### src/source/hist_pkg.sv
package hist_pkg;

    // apb bus widths
    // paddr is a byte address, bits 1:0 ignored
    localparam int apb_addr_w = 12;
    localparam int apb_data_w = 32;

    // field widths of the word address
    // these cap the pixel count at 16 and the bin count at 32
    localparam int max_pixel_w = 4;
    localparam int max_bin_w   = 5;
    localparam int reg_idx_w   = 4;

    // word address seen two ways, picked by the space bit
    // space 0 -> configuration register, space 1 -> frozen bank bin
    typedef union packed {
        struct packed {
            logic                 space;
            logic [4:0]           reserved;
            logic [reg_idx_w-1:0] reg_idx;
        } reg_view;
        struct packed {
            logic                   space;
            logic [max_pixel_w-1:0] pixel;
            logic [max_bin_w-1:0]   bin;
        } bin_view;
    } hist_addr_u;

    // register map
    localparam logic [reg_idx_w-1:0] reg_ctrl           = 4'd0;
    localparam logic [reg_idx_w-1:0] reg_hits_per_pixel = 4'd1;
    localparam logic [reg_idx_w-1:0] reg_acq_num        = 4'd2;
    localparam logic [reg_idx_w-1:0] reg_status         = 4'd3;

    // ctrl bits
    localparam int ctrl_enable_bit     = 0;
    localparam int ctrl_soft_clear_bit = 1;

    // marks a status read inside the otherwise zero register word
    // never set by any configuration value
    localparam int status_sel_bit = 31;

endpackage

### src/source/hist_apb_regs.sv
`timescale 1ns/10ps

module hist_apb_regs import hist_pkg::*; #(
    parameter int num_pixels = 4,
    parameter int num_bins   = 16
) (
    input  logic                   clk,
    input  logic                   combin_res,
    input  logic                   psel,
    input  logic                   penable,
    input  logic                   pwrite,
    input  logic [apb_addr_w-1:0]  paddr,
    input  logic [apb_data_w-1:0]  pwdata,
    output logic                   enable,
    output logic [7:0]             hits_per_pixel,
    output logic [15:0]            acq_num,
    output logic                   soft_clear,
    output logic                   status_clear,
    output logic [max_pixel_w-1:0] rd_pixel,
    output logic [max_bin_w-1:0]   rd_bin,
    output logic                   rd_is_bin,
    output logic [apb_data_w-1:0]  reg_rdata,
    output logic                   err
);

    hist_addr_u            addr_u;
    logic                  setup_phase;
    logic                  access_phase;
    logic                  is_bin;
    logic [reg_idx_w-1:0]  reg_idx;
    logic                  reg_mapped;
    logic                  bin_bad;
    logic                  addr_err;
    logic [apb_data_w-1:0] rdata_next;

    // word address, byte offset dropped
    assign addr_u = paddr[apb_addr_w-1:2];

    assign setup_phase  = psel & ~penable;
    assign access_phase = psel & penable;

    // both views of the same word
    assign is_bin  = addr_u.bin_view.space;
    assign reg_idx = addr_u.reg_view.reg_idx;

    // bin select goes straight to the bank read port
    // the result block samples it at the end of setup
    assign rd_pixel = addr_u.bin_view.pixel;
    assign rd_bin   = addr_u.bin_view.bin;

    assign reg_mapped = reg_idx inside {reg_ctrl, reg_hits_per_pixel, reg_acq_num, reg_status};
    assign bin_bad    = (addr_u.bin_view.pixel >= num_pixels) || (addr_u.bin_view.bin >= num_bins);
    assign addr_err   = is_bin ? bin_bad : ~reg_mapped;

    // register read value
    // status only raises its select bit, the word itself comes later
    always_comb begin
        rdata_next = '0;
        case (reg_idx)
            reg_ctrl: begin
                rdata_next[ctrl_enable_bit] = enable;
            end
            reg_hits_per_pixel: begin
                rdata_next[7:0] = hits_per_pixel;
            end
            reg_acq_num: begin
                rdata_next[15:0] = acq_num;
            end
            reg_status: begin
                rdata_next[status_sel_bit] = 1'b1;
            end
            default: begin
                rdata_next = '0;
            end
        endcase
        // bin reads carry nothing here
        if (is_bin) begin
            rdata_next = '0;
        end
    end

    // read selection and error, latched at the end of setup
    always_ff @(posedge clk or negedge combin_res) begin
        if (~combin_res) begin
            rd_is_bin <= 1'b0;
            err       <= 1'b0;
        end else if (setup_phase) begin
            rd_is_bin <= is_bin;
            err       <= addr_err;
        end
    end

    always_ff @(posedge clk) begin
        if (setup_phase) begin
            reg_rdata <= rdata_next;
        end
    end

    // writes land at the end of the access phase
    // soft clear and status clear are pulses, never stored
    always_ff @(posedge clk or negedge combin_res) begin
        if (~combin_res) begin
            enable         <= 1'b0;
            hits_per_pixel <= 8'd1;
            acq_num        <= 16'd1;
            soft_clear     <= 1'b0;
            status_clear   <= 1'b0;
        end else begin
            soft_clear   <= 1'b0;
            status_clear <= 1'b0;
            if (access_phase && pwrite && !err && !is_bin) begin
                case (reg_idx)
                    reg_ctrl: begin
                        enable     <= pwdata[ctrl_enable_bit];
                        soft_clear <= pwdata[ctrl_soft_clear_bit];
                    end
                    reg_hits_per_pixel: begin
                        // zero would never finish a pixel
                        hits_per_pixel <= (pwdata[7:0] == 8'd0) ? 8'd1 : pwdata[7:0];
                    end
                    reg_acq_num: begin
                        acq_num <= (pwdata[15:0] == 16'd0) ? 16'd1 : pwdata[15:0];
                    end
                    reg_status: begin
                        // write one to clear
                        status_clear <= pwdata[0];
                    end
                    default: begin
                        status_clear <= 1'b0;
                    end
                endcase
            end
        end
    end

endmodule

### src/source/hist_bin_accum.sv
`timescale 1ns/10ps

module hist_bin_accum import hist_pkg::*; #(
    parameter int num_pixels = 4,
    parameter int num_bins   = 16,
    parameter int count_w    = 16
) (
    input  logic                   clk,
    input  logic                   combin_res,
    input  logic                   enable,
    input  logic [7:0]             hits_per_pixel,
    input  logic [15:0]            acq_num,
    input  logic                   soft_clear,
    input  logic                   hit_valid,
    input  logic [max_bin_w-1:0]   hit_bin,
    input  logic [max_pixel_w-1:0] rd_pixel,
    input  logic [max_bin_w-1:0]   rd_bin,
    output logic [count_w-1:0]     rd_count,
    output logic                   frame_done,
    output logic                   frozen_bank
);

    // one bank holds every bin of every pixel
    localparam int bank_depth = num_pixels * num_bins;
    localparam int bin_addr_w = $clog2(bank_depth);

    // two banks of counters plus a written flag per counter
    logic [count_w-1:0]    bank_mem [2][bank_depth];
    logic [bank_depth-1:0] written  [2];

    logic                   active_bank;
    logic [7:0]             hit_cnt;
    logic [max_pixel_w-1:0] pixel_cnt;
    logic [15:0]            acq_cnt;

    logic                  hit_acc;
    logic                  bin_ok;
    logic                  last_hit;
    logic                  last_pixel;
    logic                  last_acq;
    logic                  frame_end;
    logic [bin_addr_w-1:0] wr_addr;
    logic                  cur_written;
    logic [count_w-1:0]    cur_count;
    logic [bin_addr_w-1:0] rd_addr;
    logic                  rd_in_range;

    assign frozen_bank = ~active_bank;

    // hits only count while enabled, soft clear wins
    assign hit_acc = enable & hit_valid & ~soft_clear;
    // out of range bins are dropped but still advance the pixel
    assign bin_ok  = hit_bin < num_bins;

    // nested limits, hit inside pixel inside acquisition
    assign last_hit   = hit_cnt >= hits_per_pixel - 8'd1;
    assign last_pixel = pixel_cnt == max_pixel_w'(num_pixels - 1);
    assign last_acq   = acq_cnt >= acq_num - 16'd1;
    assign frame_end  = hit_acc & last_hit & last_pixel & last_acq;

    // counter slot of the incoming hit in the active bank
    assign wr_addr     = bin_addr_w'(pixel_cnt * num_bins) + bin_addr_w'(hit_bin);
    assign cur_written = written[active_bank][wr_addr];
    assign cur_count   = bank_mem[active_bank][wr_addr];

    // pixel, acquisition and bank control
    always_ff @(posedge clk or negedge combin_res) begin
        if (~combin_res) begin
            hit_cnt     <= '0;
            pixel_cnt   <= '0;
            acq_cnt     <= '0;
            active_bank <= 1'b0;
            frame_done  <= 1'b0;
        end else begin
            frame_done <= frame_end;
            if (soft_clear) begin
                // restart from the first pixel in bank 0
                hit_cnt     <= '0;
                pixel_cnt   <= '0;
                acq_cnt     <= '0;
                active_bank <= 1'b0;
            end else if (hit_acc) begin
                if (last_hit) begin
                    hit_cnt <= '0;
                    if (last_pixel) begin
                        pixel_cnt <= '0;
                        if (last_acq) begin
                            // frame complete, swap banks
                            acq_cnt     <= '0;
                            active_bank <= ~active_bank;
                        end else begin
                            acq_cnt <= acq_cnt + 16'd1;
                        end
                    end else begin
                        pixel_cnt <= pixel_cnt + 1'b1;
                    end
                end else begin
                    hit_cnt <= hit_cnt + 8'd1;
                end
            end
        end
    end

    // written flags
    // a fresh bank only loses its flags, the counters stay stale
    always_ff @(posedge clk or negedge combin_res) begin
        if (~combin_res) begin
            written[0] <= '0;
            written[1] <= '0;
        end else if (soft_clear) begin
            written[0] <= '0;
            written[1] <= '0;
        end else begin
            if (hit_acc && bin_ok) begin
                written[active_bank][wr_addr] <= 1'b1;
            end
            // bank about to become active starts empty
            if (frame_end) begin
                written[~active_bank] <= '0;
            end
        end
    end

    // counter storage
    always_ff @(posedge clk) begin
        if (hit_acc && bin_ok) begin
            if (!cur_written) begin
                // first hit, stale content ignored
                bank_mem[active_bank][wr_addr] <= count_w'(1);
            end else if (cur_count != {count_w{1'b1}}) begin
                bank_mem[active_bank][wr_addr] <= cur_count + 1'b1;
            end
        end
    end

    // readout port on the frozen bank
    assign rd_addr     = bin_addr_w'(rd_pixel * num_bins) + bin_addr_w'(rd_bin);
    assign rd_in_range = (rd_pixel < num_pixels) && (rd_bin < num_bins);

    // unwritten or out of range bins read zero
    always_comb begin
        rd_count = '0;
        if (rd_in_range) begin
            if (written[frozen_bank][rd_addr]) begin
                rd_count = bank_mem[frozen_bank][rd_addr];
            end
        end
    end

endmodule

### src/source/hist_result.sv
`timescale 1ns/10ps

module hist_result import hist_pkg::*; #(
    parameter int count_w = 16
) (
    input  logic                  clk,
    input  logic                  combin_res,
    input  logic                  rd_is_bin,
    input  logic [apb_data_w-1:0] reg_rdata,
    input  logic                  err,
    input  logic [count_w-1:0]    rd_count,
    input  logic                  frame_done,
    input  logic                  frozen_bank,
    input  logic                  status_clear,
    output logic [apb_data_w-1:0] prdata,
    output logic                  pslverr,
    output logic                  irq
);

    logic                  frame_flag;
    logic [15:0]           frame_cnt;
    logic [apb_data_w-1:0] status_word;
    logic [count_w-1:0]    bin_snap;
    logic [apb_data_w-1:0] status_snap;
    logic [apb_data_w-1:0] reg_word;

    // sticky frame flag and wrapping frame counter
    always_ff @(posedge clk or negedge combin_res) begin
        if (~combin_res) begin
            frame_flag <= 1'b0;
            frame_cnt  <= '0;
        end else begin
            if (frame_done) begin
                frame_cnt <= frame_cnt + 16'd1;
            end
            // a new frame beats a clear in the same cycle
            if (frame_done) begin
                frame_flag <= 1'b1;
            end else if (status_clear) begin
                frame_flag <= 1'b0;
            end
        end
    end

    assign irq = frame_flag;

    // status layout
    // bit 0 done, bit 8 frozen bank, 31:16 frame count
    always_comb begin
        status_word        = '0;
        status_word[0]     = frame_flag;
        status_word[8]     = frozen_bank;
        status_word[31:16] = frame_cnt;
    end

    // sampled every edge, so the access phase sees the values
    // from the last setup cycle
    // a read during a bank swap keeps the old frozen bank
    always_ff @(posedge clk) begin
        bin_snap    <= rd_count;
        status_snap <= status_word;
    end

    // register word without its status select bit
    always_comb begin
        reg_word                 = reg_rdata;
        reg_word[status_sel_bit] = 1'b0;
    end

    // read data for the access phase
    always_comb begin
        if (rd_is_bin) begin
            prdata = apb_data_w'(bin_snap);
        end else if (reg_rdata[status_sel_bit]) begin
            prdata = reg_word | status_snap;
        end else begin
            prdata = reg_word;
        end
    end

    // decode error from the setup phase
    assign pslverr = err;

endmodule

### src/source/hist_top.sv
`timescale 1ns/10ps

module hist_top import hist_pkg::*; #(
    parameter int num_pixels = 4,
    parameter int num_bins   = 16,
    parameter int count_w    = 16
) (
    input  logic                  clk,
    input  logic                  combin_res,
    input  logic                  psel,
    input  logic                  penable,
    input  logic                  pwrite,
    input  logic [apb_addr_w-1:0] paddr,
    input  logic [apb_data_w-1:0] pwdata,
    output logic [apb_data_w-1:0] prdata,
    output logic                  pready,
    output logic                  pslverr,
    input  logic                  hit_valid,
    input  logic [max_bin_w-1:0]  hit_bin,
    output logic                  irq
);

    // configuration
    logic                   enable;
    logic [7:0]             hits_per_pixel;
    logic [15:0]            acq_num;
    logic                   soft_clear;
    logic                   status_clear;

    // readout path
    logic [max_pixel_w-1:0] rd_pixel;
    logic [max_bin_w-1:0]   rd_bin;
    logic                   rd_is_bin;
    logic [apb_data_w-1:0]  reg_rdata;
    logic                   err;
    logic [count_w-1:0]     rd_count;

    // frame events
    logic                   frame_done;
    logic                   frozen_bank;

    // zero wait states
    assign pready = 1'b1;

    hist_apb_regs #(
        .num_pixels (num_pixels),
        .num_bins   (num_bins)
    ) i_hist_apb_regs (
        .clk            (clk),
        .combin_res     (combin_res),
        .psel           (psel),
        .penable        (penable),
        .pwrite         (pwrite),
        .paddr          (paddr),
        .pwdata         (pwdata),
        .enable         (enable),
        .hits_per_pixel (hits_per_pixel),
        .acq_num        (acq_num),
        .soft_clear     (soft_clear),
        .status_clear   (status_clear),
        .rd_pixel       (rd_pixel),
        .rd_bin         (rd_bin),
        .rd_is_bin      (rd_is_bin),
        .reg_rdata      (reg_rdata),
        .err            (err)
    );

    hist_bin_accum #(
        .num_pixels (num_pixels),
        .num_bins   (num_bins),
        .count_w    (count_w)
    ) i_hist_bin_accum (
        .clk            (clk),
        .combin_res     (combin_res),
        .enable         (enable),
        .hits_per_pixel (hits_per_pixel),
        .acq_num        (acq_num),
        .soft_clear     (soft_clear),
        .hit_valid      (hit_valid),
        .hit_bin        (hit_bin),
        .rd_pixel       (rd_pixel),
        .rd_bin         (rd_bin),
        .rd_count       (rd_count),
        .frame_done     (frame_done),
        .frozen_bank    (frozen_bank)
    );

    hist_result #(
        .count_w (count_w)
    ) i_hist_result (
        .clk          (clk),
        .combin_res   (combin_res),
        .rd_is_bin    (rd_is_bin),
        .reg_rdata    (reg_rdata),
        .err          (err),
        .rd_count     (rd_count),
        .frame_done   (frame_done),
        .frozen_bank  (frozen_bank),
        .status_clear (status_clear),
        .prdata       (prdata),
        .pslverr      (pslverr),
        .irq          (irq)
    );

endmodule

### config.mk
export PLATFORM = sky130hd
export DESIGN_NAME = hist_top
export DESIGN_NICKNAME = d
export VERILOG_FILES = /design/src/source/hist_pkg.sv /design/src/source/hist_apb_regs.sv /design/src/source/hist_bin_accum.sv /design/src/source/hist_result.sv /design/src/source/hist_top.sv
export SDC_FILE = /design/constraint.sdc
export NUM_CORES = 2
export LEC_CHECK = 0
export ABC_CLOCK_PERIOD_IN_PS = 11700
export BUFFER_PORTS_ARGS = -buffer_cell sky130_fd_sc_hd__buf_2
export CAP_MARGIN = 40
export CORE_MARGIN = 4
export CORE_UTILIZATION = 30
export CTS_BUF_LIST = sky130_fd_sc_hd__clkbuf_2 sky130_fd_sc_hd__clkbuf_4 sky130_fd_sc_hd__clkbuf_8
export DETAILED_ROUTE_END_ITERATION = 12
export PLACE_DENSITY_LB_ADDON = 0.1
export SYNTH_ARGS = -nofsm -noshare
export SYNTH_HDL_FRONTEND = slang
export SYNTH_SLANG_ARGS = --single-unit
### constraint.sdc
create_clock -name clk -period 11.7 [get_ports clk]
set_clock_uncertainty 0.15 [all_clocks]
set_input_delay 0.585 -clock clk [delete_from_list [all_inputs] [get_ports clk]]
set_output_delay 0.585 -clock clk [all_outputs]
set_load 0.05 [all_outputs]
==> results.tsv <==
metric	value	unit
post-CTS setup buffers	0	
first-pass GRT wire length	699000	um
final weighted congestion in routability-driven placement	0.907	
cell area after synthesis	116000	um2
warnings from Yosys	0	
category of the worst setup path capture point	register	
initial antenna violation count	49	
Hold WS	0.127	ns
placed instance count	12590	
number of buffers added by the clock tree synthesis step	428	
final worst path period need	8.40	ns
multiplexer area fraction after synthesis	23.6	%
Die Span Y	629	um
critical path, cell by cell	buf_4, buf_4, buf_4, mux4_2, mux4_2, a22oi_1, nand2_1, nand3_2, or4_1, nor2_4, buf_4, nor3_2, buf_4	
Core ar.	383000	um2
accumulated negative setup slack	0	ns
Worst Path Required	12.31	ns
number of max-capacitance violations reported	0	
Skew-Pair Late Insertion Delay	1.16	ns
P&R area growth vs syn	14.5	%
most numerous cell types in the synthesized netlist	2,065 x edfxtp_1, 887 x mux4_2, 732 x nor2_1	
total leakage power	42.2	nW
number of vias per cell	5.92	
post-synthesis async set-or-reset flop share	8.86	%
detailed placer's ending HPWL	334000	um
syn_nets	7780	
reg-to-reg slack, setup	3.30	ns
post-cts sizing count	0	
maximum clock rate	119	MHz
CTS H-tree lvls	5	
compound-gate portion of the synthesized area	4.91	%
number of top-level pins	90	
total design power	18.2	mW
worst setup slack after placement	3.42	ns
worst slew slack as a fraction of its limit	32.9	%
cell taking the most area after synthesis	edfxtp_1	
Die W	629	um
Max stage delay on crit path	0.82	ns
Clock Tree Buf Depth	4	
number of DRC markers after the initial detailed-route iteration	9720	
final count of hold timing violations	0	
count of cell types in the netlist	87	
main combinational cell family by area after synthesis	multiplexers	
Simple-Gate Fraction of Synth Area	8.37	%
via count of the first global-routing pass	81193	
kind of critical path	reg -> reg	
endpoint arrival time on the critical path	9.02	ns
overall routed net length	517000	um
layout cells sized above 1	29.4	%
routed wirelength normalized by instance count	38.5	um
fin cells	13423	
sequential area share after synthesis	58.7	%
number of sinks handled by clock tree synthesis	2303	
final-report setup violation count	0	
maximum number of pins on one net before global-route repair	106	
Worst Tran Pin Value	0.997	ns
VDD IR max	89.7	uV
unrepaired setup endpoints after global routing	false	
cell with the most instances on the worst path	buf_4	
starting utilization of the core area	30.2	%
Overflow after GRT	0	
biggest area contributors in the synthesized netlist	edfxtp_1 54%, mux4_2 17%, mux2i_1 5.7%, dfrtp_1 4.4%, nor2_1 2.4%	
clock tree root buffer cell	clkbuf_8	
prevailing post-synth register cell	edfxtp_1	
Residual DRC	0	
share of the synthesized area in the top cell type	53.7	%
Layout Nets	8110	
number of flops mapped to enable cells by yosys	2065	
share of synthesized cell area in full adder, half adder and majority cells	0.357	%
First-pass DRT Iterations	6	
clock transition at the registers of the reported paths	0.06	ns
slowest stage cell on the critical path	dfrtp_4	
antenna-violating nets left	0	
Cell Pwr Density	138	nW/um2
xor/xnor cell area share of the yosys netlist	0.489	%
most common cell in the netlist	edfxtp_1	
floorplan row count	227	
Tightest Hold Check Type	in -> reg	
outcome	finished clean	
TritonCTS clock tree	built	
number of instances in the synthesized netlist	7692	
floorplan die area	395000	um2
overall via count from detail_route	79402	
Max Transition Viols Final	0	
crit start category	register	
largest fanout on the critical path	45	
total global routing track utilization	25.4	%
FF+latch count, synth	2303	
least setup slack across all paths after layout	3.30	ns
count of buffers from port buffering	70	
post-route fraction of the period consumed by the critical path	71.8	%
Post-Synthesis Mean Instance Area	15.0	um2
-- metal layers --
| layer | share of wire, % | GRT usage [%] | vias to the layer above | wire length [um] |
|---|---|---|---|---|
| met3 | 8.4 | 4.82 | 889 | 43200 |
| met2 | 46 | 40.3 | 4114 | 237000 |
| met5 | 0 | 0 | - | 0 |
| met4 | 4.6 | 10.1 | 0 | 23600 |
| met1 | 41 | 34.4 | 42781 | 213000 |
| li1 | - | - | 31618 | - |
-- report_power, final --
group,internal (mW),switching (mW)
Sequential,8.85,0.0160
Combinational,0.379,1.19
Clock,4.11,3.68
Total,13.3,4.88
-- cell families (layout without fill, tap and decap cells) --
family | count (synthesis) | in the layout
DFF | 2303 | 2303
and+or+nand+nor | 2012 | 2012
muxes | 1609 | 1609
AOI/OAI and AO/OA | 925 | 925
buffers and inverters | 747 | 1418
xor gates and xnor gates | 62 | 62
adders and majority gates | 33 | 33
other | 1 | 23
-- what timing repair did --
action / in CTS / in global routing
endpoints found under the hold margin: 162 / 0
hold buffers: 37 / 0
setup endpoints to repair: 0 / 0
-- flip-flops by register name (all words and copies together) (netlist names) --
name                            cells
i_hist_apb_regs.acq_num            16
i_hist_apb_regs.enable              1
i_hist_apb_regs.err                 1
i_hist_apb_regs.hits_per_pixel      8
i_hist_apb_regs.rd_is_bin           1
i_hist_apb_regs.reg_rdata          17
i_hist_apb_regs.soft_clear          1
i_hist_apb_regs.status_clear        1
i_hist_bin_accum.acq_cnt           16
i_hist_bin_accum.active_bank        1
i_hist_bin_accum.bank_mem        2048
i_hist_bin_accum.frame_done         1
i_hist_bin_accum.hit_cnt            8
i_hist_bin_accum.pixel_cnt          4
i_hist_bin_accum.written          128
i_hist_result.bin_snap             16
i_hist_result.frame_cnt            16
i_hist_result.irq                   1
i_hist_result.status_snap          18
-- cell usage in the layout, fill, tap and decap left out, drive strengths merged, types with 8 or more instances in the layout --
cell,synthesis,final
dlygate4sd3,0,36
diode,0,22
a22oi,33,33
dfrtp,202,202
nand2,320,320
nand3,93,93
nand3b,10,10
mux2,66,66
nor2,733,733
dfxtp,34,34
nor2b,13,13
a22o,12,12
nor3b,22,22
inv,16,30
edfxtp,2065,2065
a211oi,25,25
and2,34,34
nand2b,8,8
o22ai,271,271
nand4,26,26
ha,33,33
or4,8,8
o21ai,73,73
mux2i,656,656
nor3,577,577
xnor2,38,38
a21oi,354,354
nor4,32,32
a21o,11,11
or3,16,16
clkinv,1,154
o31ai,17,17
o221ai,57,57
and3,95,95
a31oi,17,17
clkbuf,332,592
buf,398,590
xor2,24,24
mux4,887,887
-- per-stage QoR --
stage / util [%] / area, um2
after floorplan: - / 116000
after global placement: 31.9 / 122000
after detailed placement: 32.3 / 124000
after CTS: 34.5 / 132000
after global routing: 34.6 / 132000
final: 34.6 / 132000
-- final cells by class --
| cell class | count | area [um2] |
|---|---|---|
| fill | 37038 | 251000 |
| clock inverter | 179 | 1040 |
| tap | 5038 | 6300 |
| clock buffer | 592 | 7220 |
| sequential | 2303 | 67800 |
| inverter | 17 | 81.3 |
| timing repair buffer | 630 | 5500 |
| multi-input combinational | 4642 | 44300 |
| antenna | 22 | 55.1 |
-- worst max-delay path, delay by kind of cell (launching register included) --
family,cells,cell delay [ns]
buffers and inverters,5,2.78
flip-flops,1,0.82
multiplexers,2,1.13
AND/OR/NAND/NOR,5,2.24
AO/OA/AOI/OAI,1,0.73
-- worst paths after layout --
kind	from	end	cells past startpoint
setup / recovery	i_hist_bin_accum.active_bank	i_hist_bin_accum.bank_mem[1][102]	13
hold / removal	pwdata[7]	i_hist_apb_regs.hits_per_pixel[7]	3
setup reg to reg	i_hist_bin_accum.active_bank	i_hist_bin_accum.bank_mem[1][102]	13
hold reg to reg	i_hist_result.frame_cnt[15]	i_hist_result.status_snap[31]	0
max in group asynchronous	combin_res	i_hist_bin_accum.written[31]	6
min in group asynchronous	combin_res	i_hist_apb_regs.hits_per_pixel[0]	3
(Power assumes the default switching activity.)
